### src/verilog/led_color_config.svh
`ifndef LED_COLOR_CONFIG_SVH
`define LED_COLOR_CONFIG_SVH

// Bits per colour channel and per HSL component
`define COLOR_WIDTH 12

// Largest colour value, also the fixed-point 1.0
`define COLOR_MAX 4095

// Modulus for the H' mod 2 term in 12-bit scaling
`define HUE_MOD 8191

// Gamma breakpoints, 16 segments of 256 codes
`define GAMMA_KNEES 17

// PWM period counter width
`define PWM_WIDTH 12

`endif

### src/verilog/color_types_pkg.sv
`default_nettype none

`include "led_color_config.svh"

package color_types_pkg;

  // One colour channel or one HSL component
  typedef logic [`COLOR_WIDTH-1:0] color_t;

  // Converter steps, one per clock
  typedef enum logic [2:0] {
    calculate_chroma,
    calculate_x0,
    calculate_x1,
    set_hue,
    output_rgb
  } hsl_state_t;

  // 60 degree hue sectors, in H' order
  typedef enum logic [2:0] {
    sector_red_yellow,
    sector_yellow_green,
    sector_green_cyan,
    sector_cyan_blue,
    sector_blue_magenta,
    sector_magenta_red
  } hue_sector_t;

endpackage

`default_nettype wire

### src/verilog/gamma_lut_pkg.sv
`default_nettype none

`include "led_color_config.svh"

package gamma_lut_pkg;

  import color_types_pkg::*;

  // Low input bits that form the interpolation fraction
  parameter int gamma_seg_shift_c = 8;

  // Knees of a 2.2 power curve at every 256th linear code
  // Entry k is round(4095 * (k/16)^2.2)
  parameter color_t gamma_knee_c [`GAMMA_KNEES] = '{
    12'd0,
    12'd9,
    12'd42,
    12'd103,
    12'd194,
    12'd317,
    12'd473,
    12'd664,
    12'd891,
    12'd1155,
    12'd1456,
    12'd1796,
    12'd2175,
    12'd2593,
    12'd3052,
    12'd3553,
    12'd4095
  };

endpackage

`default_nettype wire

### src/verilog/gamma_correct.sv
`default_nettype none
`timescale 1ns/1ps

`include "led_color_config.svh"

module gamma_correct
  import color_types_pkg::*, gamma_lut_pkg::*;
(
  input  wire    clk,
  input  wire    rst_n,

  input  wire    lin_valid,
  input  wire color_t lin_red,
  input  wire color_t lin_green,
  input  wire color_t lin_blue,

  output logic   valid_rgb,
  output color_t color_red,
  output color_t color_green,
  output color_t color_blue
);

  localparam int ch_n   = 3;
  localparam int idx_w  = $clog2(`GAMMA_KNEES - 1);
  // One extra bit so the fraction can reach a full segment
  localparam int frac_w = gamma_seg_shift_c + 1;

  color_t lin_ch [ch_n];
  color_t color_ch [ch_n];
  logic   valid_q;

  assign lin_ch[0] = lin_red;
  assign lin_ch[1] = lin_green;
  assign lin_ch[2] = lin_blue;

  for (genvar i = 0; i < ch_n; i++) begin : g_ch
    logic [idx_w-1:0]             seg;
    logic [idx_w:0]               seg_next;
    logic [gamma_seg_shift_c-1:0] frac;
    logic [frac_w-1:0]            frac_ext;
    color_t                       knee_q;
    color_t                       diff_q;
    logic [frac_w-1:0]            frac_q;
    logic [`COLOR_WIDTH+frac_w-1:0] prod;
    color_t                       out_q;

    assign seg      = lin_ch[i][`COLOR_WIDTH-1 -: idx_w];
    assign seg_next = {1'b0, seg} + 1'b1;
    assign frac     = lin_ch[i][gamma_seg_shift_c-1:0];
    // Map 0..255 onto 0..256 so the top code lands on the next knee
    assign frac_ext = {1'b0, frac} + frac_w'(frac[gamma_seg_shift_c-1]);

    // Stage one: knee, slope to next knee, fraction
    always_ff @(posedge clk) begin
      knee_q <= gamma_knee_c[seg];
      diff_q <= gamma_knee_c[seg_next] - gamma_knee_c[seg];
      frac_q <= frac_ext;
    end

    assign prod = diff_q * frac_q;

    // Stage two: interpolated value
    always_ff @(posedge clk or negedge rst_n) begin
      if (!rst_n) begin
        out_q <= '0;
      end else if (valid_q) begin
        out_q <= knee_q + color_t'(prod >> gamma_seg_shift_c);
      end
    end

    assign color_ch[i] = out_q;
  end

  always_ff @(posedge clk or negedge rst_n) begin
    if (!rst_n) begin
      valid_q   <= 1'b0;
      valid_rgb <= 1'b0;
    end else begin
      valid_q   <= lin_valid;
      valid_rgb <= valid_q;
    end
  end

  assign color_red   = color_ch[0];
  assign color_green = color_ch[1];
  assign color_blue  = color_ch[2];

endmodule

`default_nettype wire

### src/verilog/hsl_to_rgb.sv
`default_nettype none
`timescale 1ns/1ps

`include "led_color_config.svh"

module hsl_to_rgb
  import color_types_pkg::*;
(
  input  wire    clk,
  input  wire    rst_n,

  input  wire    valid_hue,
  input  wire color_t hue,
  input  wire color_t saturation,
  input  wire color_t lightness,

  output logic   ready,

  output logic   lin_valid,
  output color_t lin_red,
  output color_t lin_green,
  output color_t lin_blue
);

  localparam logic [31:0] max_c     = 32'(`COLOR_MAX);
  localparam logic [31:0] hue_mod_c = 32'(`HUE_MOD);

  hsl_state_t  state;
  logic        accept;

  // Captured inputs
  color_t      sat_q;
  color_t      light_q;

  // Step 1 results
  logic [31:0] light_x2;
  logic [31:0] chroma_light;
  logic [31:0] hue_scaled;

  // Step 2 results
  logic [2:0]  sector_sel;
  logic [31:0] hue_mod;
  hue_sector_t hue_sector;
  logic [31:0] chroma;
  logic [31:0] x0;

  // Step 3 results
  logic [31:0] x1;
  logic [31:0] m_light;

  // Step 4 results
  color_t      m_plus_c;
  color_t      m_plus_x;
  color_t      m_only;
  color_t      red_q;
  color_t      green_q;
  color_t      blue_q;

  assign accept   = ready && valid_hue;
  assign light_x2 = 32'(lightness) << 1;

  // H' = 6H / 4096, at most 5 for H = 4095
  assign sector_sel = hue_scaled[`COLOR_WIDTH +: 3];
  assign hue_mod    = hue_scaled % hue_mod_c;

  // Channel candidates, truncated to the colour width
  assign m_plus_c = color_t'(m_light + chroma);
  assign m_plus_x = color_t'(m_light + x1);
  assign m_only   = color_t'(m_light);

  // Sequencing, handshake and result registers
  always_ff @(posedge clk or negedge rst_n) begin
    if (!rst_n) begin
      state     <= calculate_chroma;
      ready     <= 1'b0;
      lin_valid <= 1'b0;
      lin_red   <= '0;
      lin_green <= '0;
      lin_blue  <= '0;
    end else begin
      lin_valid <= 1'b0;
      case (state)
        calculate_chroma: begin
          ready <= 1'b1;
          if (accept) begin
            state <= calculate_x0;
            ready <= 1'b0;
          end
        end
        calculate_x0: begin
          state <= calculate_x1;
        end
        calculate_x1: begin
          state <= set_hue;
        end
        set_hue: begin
          state <= output_rgb;
        end
        output_rgb: begin
          state     <= calculate_chroma;
          ready     <= 1'b1;
          lin_valid <= 1'b1;
          lin_red   <= red_q;
          lin_green <= green_q;
          lin_blue  <= blue_q;
        end
        default: begin
          state <= calculate_chroma;
          ready <= 1'b0;
        end
      endcase
    end
  end

  // Arithmetic, one step per state
  always_ff @(posedge clk) begin
    case (state)
      calculate_chroma: begin
        if (accept) begin
          sat_q   <= saturation;
          light_q <= lightness;
          // |2L - 1| in 12-bit scaling
          if (light_x2 >= max_c) begin
            chroma_light <= light_x2 - max_c;
          end else begin
            chroma_light <= max_c - light_x2;
          end
          hue_scaled <= 32'(hue) * 32'd6;
        end
      end
      calculate_x0: begin
        hue_sector <= hue_sector_t'(sector_sel);
        // C = (1 - |2L - 1|) * S
        chroma <= ((max_c - chroma_light) * 32'(sat_q)) >> `COLOR_WIDTH;
        // |(H' mod 2) - 1|
        if (hue_mod >= max_c) begin
          x0 <= hue_mod - max_c;
        end else begin
          x0 <= max_c - hue_mod;
        end
      end
      calculate_x1: begin
        // X = C * (1 - |(H' mod 2) - 1|)
        x1 <= (chroma * (max_c - x0)) >> `COLOR_WIDTH;
        // m = L - C/2
        m_light <= 32'(light_q) - (chroma >> 1);
      end
      set_hue: begin
        case (hue_sector)
          sector_red_yellow: begin
            red_q   <= m_plus_c;
            green_q <= m_plus_x;
            blue_q  <= m_only;
          end
          sector_yellow_green: begin
            red_q   <= m_plus_x;
            green_q <= m_plus_c;
            blue_q  <= m_only;
          end
          sector_green_cyan: begin
            red_q   <= m_only;
            green_q <= m_plus_c;
            blue_q  <= m_plus_x;
          end
          sector_cyan_blue: begin
            red_q   <= m_only;
            green_q <= m_plus_x;
            blue_q  <= m_plus_c;
          end
          sector_blue_magenta: begin
            red_q   <= m_plus_x;
            green_q <= m_only;
            blue_q  <= m_plus_c;
          end
          sector_magenta_red: begin
            red_q   <= m_plus_c;
            green_q <= m_only;
            blue_q  <= m_plus_x;
          end
          default: begin
            // Unreachable sector codes give grey
            red_q   <= m_only;
            green_q <= m_only;
            blue_q  <= m_only;
          end
        endcase
      end
      default: ;
    endcase
  end

endmodule

`default_nettype wire

### src/verilog/pwm_rgb.sv
`default_nettype none
`timescale 1ns/1ps

`include "led_color_config.svh"

module pwm_rgb
  import color_types_pkg::*;
(
  input  wire    clk,
  input  wire    rst_n,

  input  wire    valid_rgb,
  input  wire color_t color_red,
  input  wire color_t color_green,
  input  wire color_t color_blue,

  output logic   led_red,
  output logic   led_green,
  output logic   led_blue
);

  localparam int ch_n = 3;

  logic [`PWM_WIDTH-1:0] period_cnt;
  logic                  period_end;

  color_t                duty_in [ch_n];
  color_t                duty_pend [ch_n];
  color_t                duty_act [ch_n];
  logic [ch_n-1:0]       led_q;

  assign duty_in[0] = color_red;
  assign duty_in[1] = color_green;
  assign duty_in[2] = color_blue;

  // Last count of the period, active duty reloads here
  assign period_end = (period_cnt == '1);

  // Free-running period counter
  always_ff @(posedge clk or negedge rst_n) begin
    if (!rst_n) begin
      period_cnt <= '0;
    end else begin
      period_cnt <= period_cnt + 1'b1;
    end
  end

  // Pending set follows each result, active set changes only at wrap
  always_ff @(posedge clk or negedge rst_n) begin
    if (!rst_n) begin
      for (int i = 0; i < ch_n; i++) begin
        duty_pend[i] <= '0;
        duty_act[i]  <= '0;
      end
      led_q <= '0;
    end else begin
      for (int i = 0; i < ch_n; i++) begin
        if (valid_rgb) begin
          duty_pend[i] <= duty_in[i];
        end
        if (period_end) begin
          duty_act[i] <= duty_pend[i];
        end
        // High for duty counts out of every 4096
        led_q[i] <= (period_cnt < duty_act[i]);
      end
    end
  end

  assign led_red   = led_q[0];
  assign led_green = led_q[1];
  assign led_blue  = led_q[2];

endmodule

`default_nettype wire

### src/verilog/rgb_led_top.sv
`default_nettype none
`timescale 1ns/1ps

module rgb_led_top
  import color_types_pkg::*;
(
  input  wire    clk,
  input  wire    rst_n,

  input  wire    valid_hue,
  input  wire color_t hue,
  input  wire color_t saturation,
  input  wire color_t lightness,

  output logic   ready,

  output logic   valid_rgb,
  output color_t color_red,
  output color_t color_green,
  output color_t color_blue,

  output logic   led_red,
  output logic   led_green,
  output logic   led_blue
);

  // Linear RGB between converter and gamma stage
  logic   lin_valid;
  color_t lin_red;
  color_t lin_green;
  color_t lin_blue;

  hsl_to_rgb hsl_to_rgb_i (
    .clk        (clk),
    .rst_n      (rst_n),
    .valid_hue  (valid_hue),
    .hue        (hue),
    .saturation (saturation),
    .lightness  (lightness),
    .ready      (ready),
    .lin_valid  (lin_valid),
    .lin_red    (lin_red),
    .lin_green  (lin_green),
    .lin_blue   (lin_blue)
  );

  gamma_correct gamma_correct_i (
    .clk         (clk),
    .rst_n       (rst_n),
    .lin_valid   (lin_valid),
    .lin_red     (lin_red),
    .lin_green   (lin_green),
    .lin_blue    (lin_blue),
    .valid_rgb   (valid_rgb),
    .color_red   (color_red),
    .color_green (color_green),
    .color_blue  (color_blue)
  );

  pwm_rgb pwm_rgb_i (
    .clk         (clk),
    .rst_n       (rst_n),
    .valid_rgb   (valid_rgb),
    .color_red   (color_red),
    .color_green (color_green),
    .color_blue  (color_blue),
    .led_red     (led_red),
    .led_green   (led_green),
    .led_blue    (led_blue)
  );

endmodule

`default_nettype wire

### config.mk
export PLATFORM = sky130hd
export DESIGN_NAME = rgb_led_top
export DESIGN_NICKNAME = d
export VERILOG_FILES = /design/src/verilog/color_types_pkg.sv /design/src/verilog/gamma_lut_pkg.sv /design/src/verilog/gamma_correct.sv /design/src/verilog/hsl_to_rgb.sv /design/src/verilog/pwm_rgb.sv /design/src/verilog/rgb_led_top.sv
export VERILOG_INCLUDE_DIRS = /design/src /design/src/verilog
export SDC_FILE = /design/constraint.sdc
export NUM_CORES = 2
export LEC_CHECK = 0
export ABC_AREA = 1
export BUFFER_PORTS_ARGS = -buffer_cell sky130_fd_sc_hd__buf_2
export CAP_MARGIN = 20
export CORE_MARGIN = 2
export CORE_UTILIZATION = 25
export CTS_CLUSTER_DIAMETER = 40
export DETAILED_ROUTE_END_ITERATION = 10
export GPL_TIMING_DRIVEN = 1
export PLACE_DENSITY_LB_ADDON = 0.3
export REMOVE_ABC_BUFFERS = 1
export SETUP_SLACK_MARGIN = 0.4
export SYNTH_ARGS = -nofsm -noshare
export SYNTH_HDL_FRONTEND = slang
export SYNTH_SLANG_ARGS = --single-unit
### constraint.sdc
create_clock -name clk -period 11.7 [get_ports clk]
set_clock_uncertainty 0.2 [all_clocks]
set_input_delay 0.585 -clock clk [delete_from_list [all_inputs] [get_ports clk]]
set_output_delay 0.585 -clock clk [all_outputs]
set_load 0.01 [all_outputs]
Word level (Yosys, flattened, before mapping)
Memory sizes are Yosys's and may differ from the RTL's.
Cells that the tools add are included.
{ "op_classes": {"n_lt_le_gt_ge": 11, "bitwise": 6, "reduce_logical": 11, "n_mux": 22, "div": 1, "n_mul": 6, "n_eq_ne": 11, "n_addsub": 22} }
{ "ops": {"columns": ["operator", "count"], "rows": [
  ["12-bit 2-to-1 mux", 12],
  ["12-bit by 32-bit subtractor with 32-bit output (first input constant)", 3],
  ["12-bit one-hot mux with 2 select lines", 3],
  ["32-bit 2-to-1 mux", 2],
  ["12-bit adder", 5],
  ["12-bit by 9-bit multiplier with 20-bit output", 3],
  ["12-bit subtractor", 4],
  ["12-bit < comparator", 3],
  ["32-bit by 12-bit greater-or-equal comparator with 1-bit output (second input constant)", 1],
  ["15-bit by 13-bit modulo with 32-bit output (second input constant)", 1],
  ["20-bit by 32-bit multiplier with 24-bit output", 1],
  ["32-bit by 12-bit multiplier with 32-bit output", 1],
  ["32-bit by 12-bit subtractor with 32-bit output (second input constant)", 1],
  ["8-bit by 1-bit adder with 9-bit output", 3],
  ["5-bit by 6-bit greater-or-equal comparator with 1-bit output (second input constant)", 3],
  ["6-bit greater-or-equal comparator (second input constant)", 3],
  ["5-bit NOT with 6-bit output", 3],
  ["4-bit by 1-bit adder with 5-bit output (second input constant)", 3],
  ["4-bit NOT with 5-bit output", 3],
  ["12-bit by 2-bit multiplier with 14-bit output (second input constant)", 1],
  ["12-bit by 13-bit subtractor with 14-bit output (first input constant)", 1],
  ["13-bit by 12-bit subtractor with 14-bit output (second input constant)", 1],
  ["13-bit by 12-bit greater-or-equal comparator with 1-bit output (second input constant)", 1],
  ["12-bit by 1-bit adder with 12-bit output (second input constant)", 1],
  ["14 further kinds", 27]
]} }
{ "totals": {"mem_count": 6, "elab_cells": 136, "regBits": 450, "out_inout_bits": 41, "input_bits": 39, "rom_bits": 2304} }
{ "mem_list": {"columns": ["name", "depth", "width", "read_ports", "rd_ports_with_merged_regs", "write_ports", "line", "rtl"], "rows": [
  ["(name not given)", 32, 12, 1, 0, 0, "gamma_correct.sv:56", "diff_q <= gamma_knee_c[seg_next] - gamma_knee_c[seg];"],
  ["(name not given)", 32, 12, 1, 0, 0, "gamma_correct.sv:55", "knee_q <= gamma_knee_c[seg];"],
  ["(name not given)", 32, 12, 1, 0, 0, "gamma_correct.sv:56", null],
  ["(name not given)", 32, 12, 1, 0, 0, "gamma_correct.sv:55", null],
  ["(name not given)", 32, 12, 1, 0, 0, "gamma_correct.sv:56", null],
  ["(name not given)", 32, 12, 1, 0, 0, "gamma_correct.sv:55", null]
]} }

Longest topological paths before layout
{ "depth": {"ltp_word": 6, "mapped_depth": 41} }

By module
Synthesis repeated with hierarchy kept, for this count alone.
{ "hier_totals": {"hier_cells": 5530, "hier_area_um2": 45010.7} }
{ "by_module_without_submodules": {"columns": ["mod", "area_each_um2", "cells_each", "n_inst"], "rows": [
  ["hsl_to_rgb", 21785.9, 2472, 1],
  ["gamma_correct", 18788.0, 2576, 1],
  ["pwm_rgb", 4436.8, 482, 1]
]} }

Least setup slack after synthesis
OpenSTA, ideal clock, no wires.
{ "synth_timing": {"path_type": "reg-to-reg", "startpoint": "register hsl_to_rgb_i.chroma[2]", "endpoint": "register hsl_to_rgb_i.x1[9], data pin", "path_stages_with_launch": 24, "n_path_buf": 2, "t_required_ns": 11.235, "path_slack_ns": 5.004, "t_arrival_ns": 6.231, "path_cell_list": "edfxtp_1 > clkbuf_1 > clkbuf_1 > nand2_1 > fa_1 > inv_1 > fa_1 > fa_1 > fa_1 > inv_1 > fa_1 > fa_1 > inv_1 > fa_1 > ha_1 > nand2_1 > nor2_1 > nand4_1 > o21ai_0 > nand4_1 > o211ai_1 > a21boi_0 > o21ai_0 > xor2_1"} }
{ "synth_via": {"elab_chain_len": 1} }
{ "synth_lines": {"columns": ["element", "line", "rtl"], "rows": [
  ["start, declared", "hsl_to_rgb.sv:44", "logic [31:0] chroma;"],
  ["start signal, assigned", "hsl_to_rgb.sv:134", "chroma <= ((max_c - chroma_light) * 32'(sat_q)) >> `COLOR_WIDTH;"],
  ["20-bit by 32-bit multiplier with 24-bit output", "hsl_to_rgb.sv:144", "x1 <= (chroma * (max_c - x0)) >> `COLOR_WIDTH;"],
  ["end signal, assigned", "hsl_to_rgb.sv:144", null],
  ["end, declared", "hsl_to_rgb.sv:48", "logic [31:0] x1;"]
]} }
Every way passes these cells.
A chain may end at the register's enable or synchronous reset.

Final worst setup path
{ "layout_timing": {"startpoint": "register hsl_to_rgb_i.x0[12]", "endpoint": "register hsl_to_rgb_i.x1[11], data pin"} }
{ "layout_via": {"elab_chain_len": 2} }
{ "layout_lines": {"columns": ["element", "line", "rtl"], "rows": [
  ["start, declared", "hsl_to_rgb.sv:45", "logic [31:0] x0;"],
  ["start signal, assigned", "hsl_to_rgb.sv:137", "x0 <= hue_mod - max_c;"],
  ["start signal, assigned", "hsl_to_rgb.sv:139", "x0 <= max_c - hue_mod;"],
  ["12-bit by 32-bit subtractor with 32-bit output", "hsl_to_rgb.sv:144", null],
  ["20-bit by 32-bit multiplier with 24-bit output", "hsl_to_rgb.sv:144", null]
]} }
Every way passes these cells.

==> flow_metrics.tcl <==
set metrics [dict create \
    outcome "finished clean" \
    start_util_pct 25.2 \
    final-setup-viol-count 0 \
    ys_seq_elements 416 \
    finalSetupTns_ns 0 \
    yosysMostFrequentCell "nand2_1" \
    min_delay_worst_endpoint "hsl_to_rgb_i.hue_scaled[13]" \
    min_path_type "input pin to register" \
    cpMostUsedCell "fa_1" \
    nNetsFinal 6187 \
    reg2reg_slack_ns 4.29 \
    async_flop_share_pct 39.9 \
    max_freq_mhz 135 \
    dieArea_um2 176000 \
    fin_area_um2 48900 \
    synthCells 5188 \
    gp_congestion 0.861 \
    io_pins 80 \
    yosysWarnings 0 \
    rsz0062_at_grt "no" \
    crit_arrival_ns 7.63 \
    cp-end-kind "register" \
    antenna_found_initial 2 \
    die_w_um 420 \
    grt_overflow 0 \
    min_path_cells 2 \
    maxCapViolations 0 \
    yosysTopAreaCellShare_pct 22.8 \
    cts_sinks 416 \
    postCtsSetupRepairBufs 0 \
    core_area_um2 172000 \
    synth_edf_count 151 \
    ant_nets 0 \
    cts-root-buf "clkbuf_16" \
    grt_pass1_wl_mm 179 \
    port_buffers 79 \
    first_pass_iters 5 \
    cts_tree "done" \
    num_vias 32644 \
    critPathMaxFanout 13 \
    yosys-top-cells-count "nand2_1, inv_1, fa_1, ha_1, nor2_1" \
    die_y_um 420 \
    synth_flop_cell "dfrtp_1" \
    numCtsBuffers 73 \
    tightestPinTransition_ns 0.970 \
    fin_crit_sh_pct 63.3 \
    clk_pin_slew_worst_paths_ns 0.06 \
    via_per_inst 4.29 \
    routedWlPerCell_um 14.4 \
    worstPathRequired_ns 11.92 \
    cp_slowest_cell "edfxtp_1" \
    synthTopCellsByArea "fa_1, ha_1, nand2_1" \
    maxSlewViolCount 0 \
    slowest_delay_ns 0.70 \
    synth_top_area_cell "fa_1" \
    relSlewSlack_pct 35.3 \
    cts-resized-gates 0 \
    r2r-start "hsl_to_rgb_i.x0[12]" \
    syn_area_um2 43200 \
    num_rows 152 \
    drive_gt1_share_pct 5.07 \
    avgSynthCellArea_um2 8.33 \
    syn2layout_area_growth_pct 13.1 \
    placed_area_um2 46000 \
    hold_viol 0 \
    synth-seq-area-share_pct 24.7 \
    drc_errors 0 \
    clockBufferDepth 3 \
    cts.htree.levels 3 \
    grt_usage_pct 12.7 \
    synth_cell_types 58 \
    r2r_end "hsl_to_rgb_i.x1[11]" \
    dr.first_iter.drc_count 1897 \
    clk-insertion-delay-late_ns 0.67 \
    r2r_cells 25 \
    critPathKind "register to register" \
    grt_max_degree 95 \
    cp-start-kind "register" \
    hold_ws_ns 0.0764 \
    grt_pass1_vias 33415 \
    wl_mm 110 \
    hp-start "hue[11]" \
    dp_hpwl_mm 88.2 \
    fin_crit_ns 7.41 \
]
routing by layer:
metal	vias up	part of all wire (%)	GRT usage [%]	wire, um
met2	671	46	20.8	50000
li1	16119	-	-	-
met3	146	5.4	2.42	5970
met1	15706	46	17.1	51000
met4	2	2.6	3.43	2830
met5	-	0.012	0	13
per-stage QoR:
stage               utilization [%]  worst slack, ns  cells
floorplan                         -             5.18   5034
global placement               26.8             4.20   7439
detailed placement             26.8             4.16   7439
CTS                            28.4             4.15   7601
global route                   28.4             3.77   7601
finish                         28.4             4.29   7602
logic make-up after synthesis:
logic type | count (synthesis) | synth area share, %
flip-flops | 416 | 24.7
adder cells (fa/ha/maj) | 918 | 35.1
other | 1 | 0.00868
XOR/XNOR | 238 | 4.82
AO/OA/AOI/OAI | 583 | 7.66
buffers and inverters | 1234 | 10.8
AND/OR/NAND/NOR | 1798 | 16.9
worst max-delay path: cells and delay by family, from the launching register on:
family                   cells  cell delay, ns
adder cells (fa/ha/maj)      9            3.95
AND/OR/NAND/NOR              6            0.89
AO/OA/AOI/OAI                4            0.89
flip-flops                   1            0.70
buffers and inverters        6            0.53
registers in the layout (all words and copies together) (netlist names), 14 cells and up:
name and flops:
pwm_rgb_i.duty_pend 36, hsl_to_rgb_i.x0 24, gamma_correct_i.g_ch.frac_q 27, hsl_to_rgb_i.chroma 15
gamma_correct_i.g_ch.knee_q 36, gamma_correct_i.g_ch.diff_q 36, pwm_rgb_i.duty_act 36, hsl_to_rgb_i.hue_scaled 14
layout by cell type (no fill, tap or decap), types with 40 or more instances in the layout:
cell | synthesis | routed
nand2_1 | 1228 | 1227
inv_1 | 1042 | 1041
fa_1 | 491 | 491
ha_1 | 427 | 427
nor2_1 | 315 | 312
o21ai_0 | 222 | 222
a21oi_1 | 215 | 215
dfrtp_1 | 166 | 165
edfxtp_1 | 151 | 151
xor2_1 | 149 | 149
nand3_1 | 123 | 123
dfxtp_1 | 99 | 99
xnor2_1 | 89 | 89
buf_2 | 4 | 78
clkbuf_16 | 0 | 73
nand4_1 | 40 | 40
area by class of cell:
type	count	area [um^2]
Clock buffer	79	1850
Antenna cell	1	2.50
Sequential cell	416	10700
Fill cell	18310	123000
Inverter	1074	4030
Tap cell	2310	2890
Multi-Input combinational cell	3544	27900
Timing Repair Buffer	121	785
Clock inverter	57	712
worst max-delay path by stage:
stage                          end  cells after the start                 from
6_report       hsl_to_rgb_i.x1[11]                     25  hsl_to_rgb_i.x0[12]
5_1_grt        hsl_to_rgb_i.x1[11]                     25  hsl_to_rgb_i.x0[12]
4_1_cts        hsl_to_rgb_i.x1[11]                     25  hsl_to_rgb_i.x0[12]
3_5_place_dp   hsl_to_rgb_i.x1[11]                     25  hsl_to_rgb_i.x0[12]
3_3_place_gp   hsl_to_rgb_i.x1[11]                     25  hsl_to_rgb_i.x0[12]
2_1_floorplan   hsl_to_rgb_i.x1[9]                     24  hsl_to_rgb_i.x0[12]
timing repair:
item                                   in CTS  in global routing
hold buffers                               26                  0
setup endpoints to repair                   0                  0
endpoints found under the hold margin     124                  0
Power is left out: the tool's default activity adds up to more than one toggle a clock period on the data nets, which glitch-free logic cannot reach.
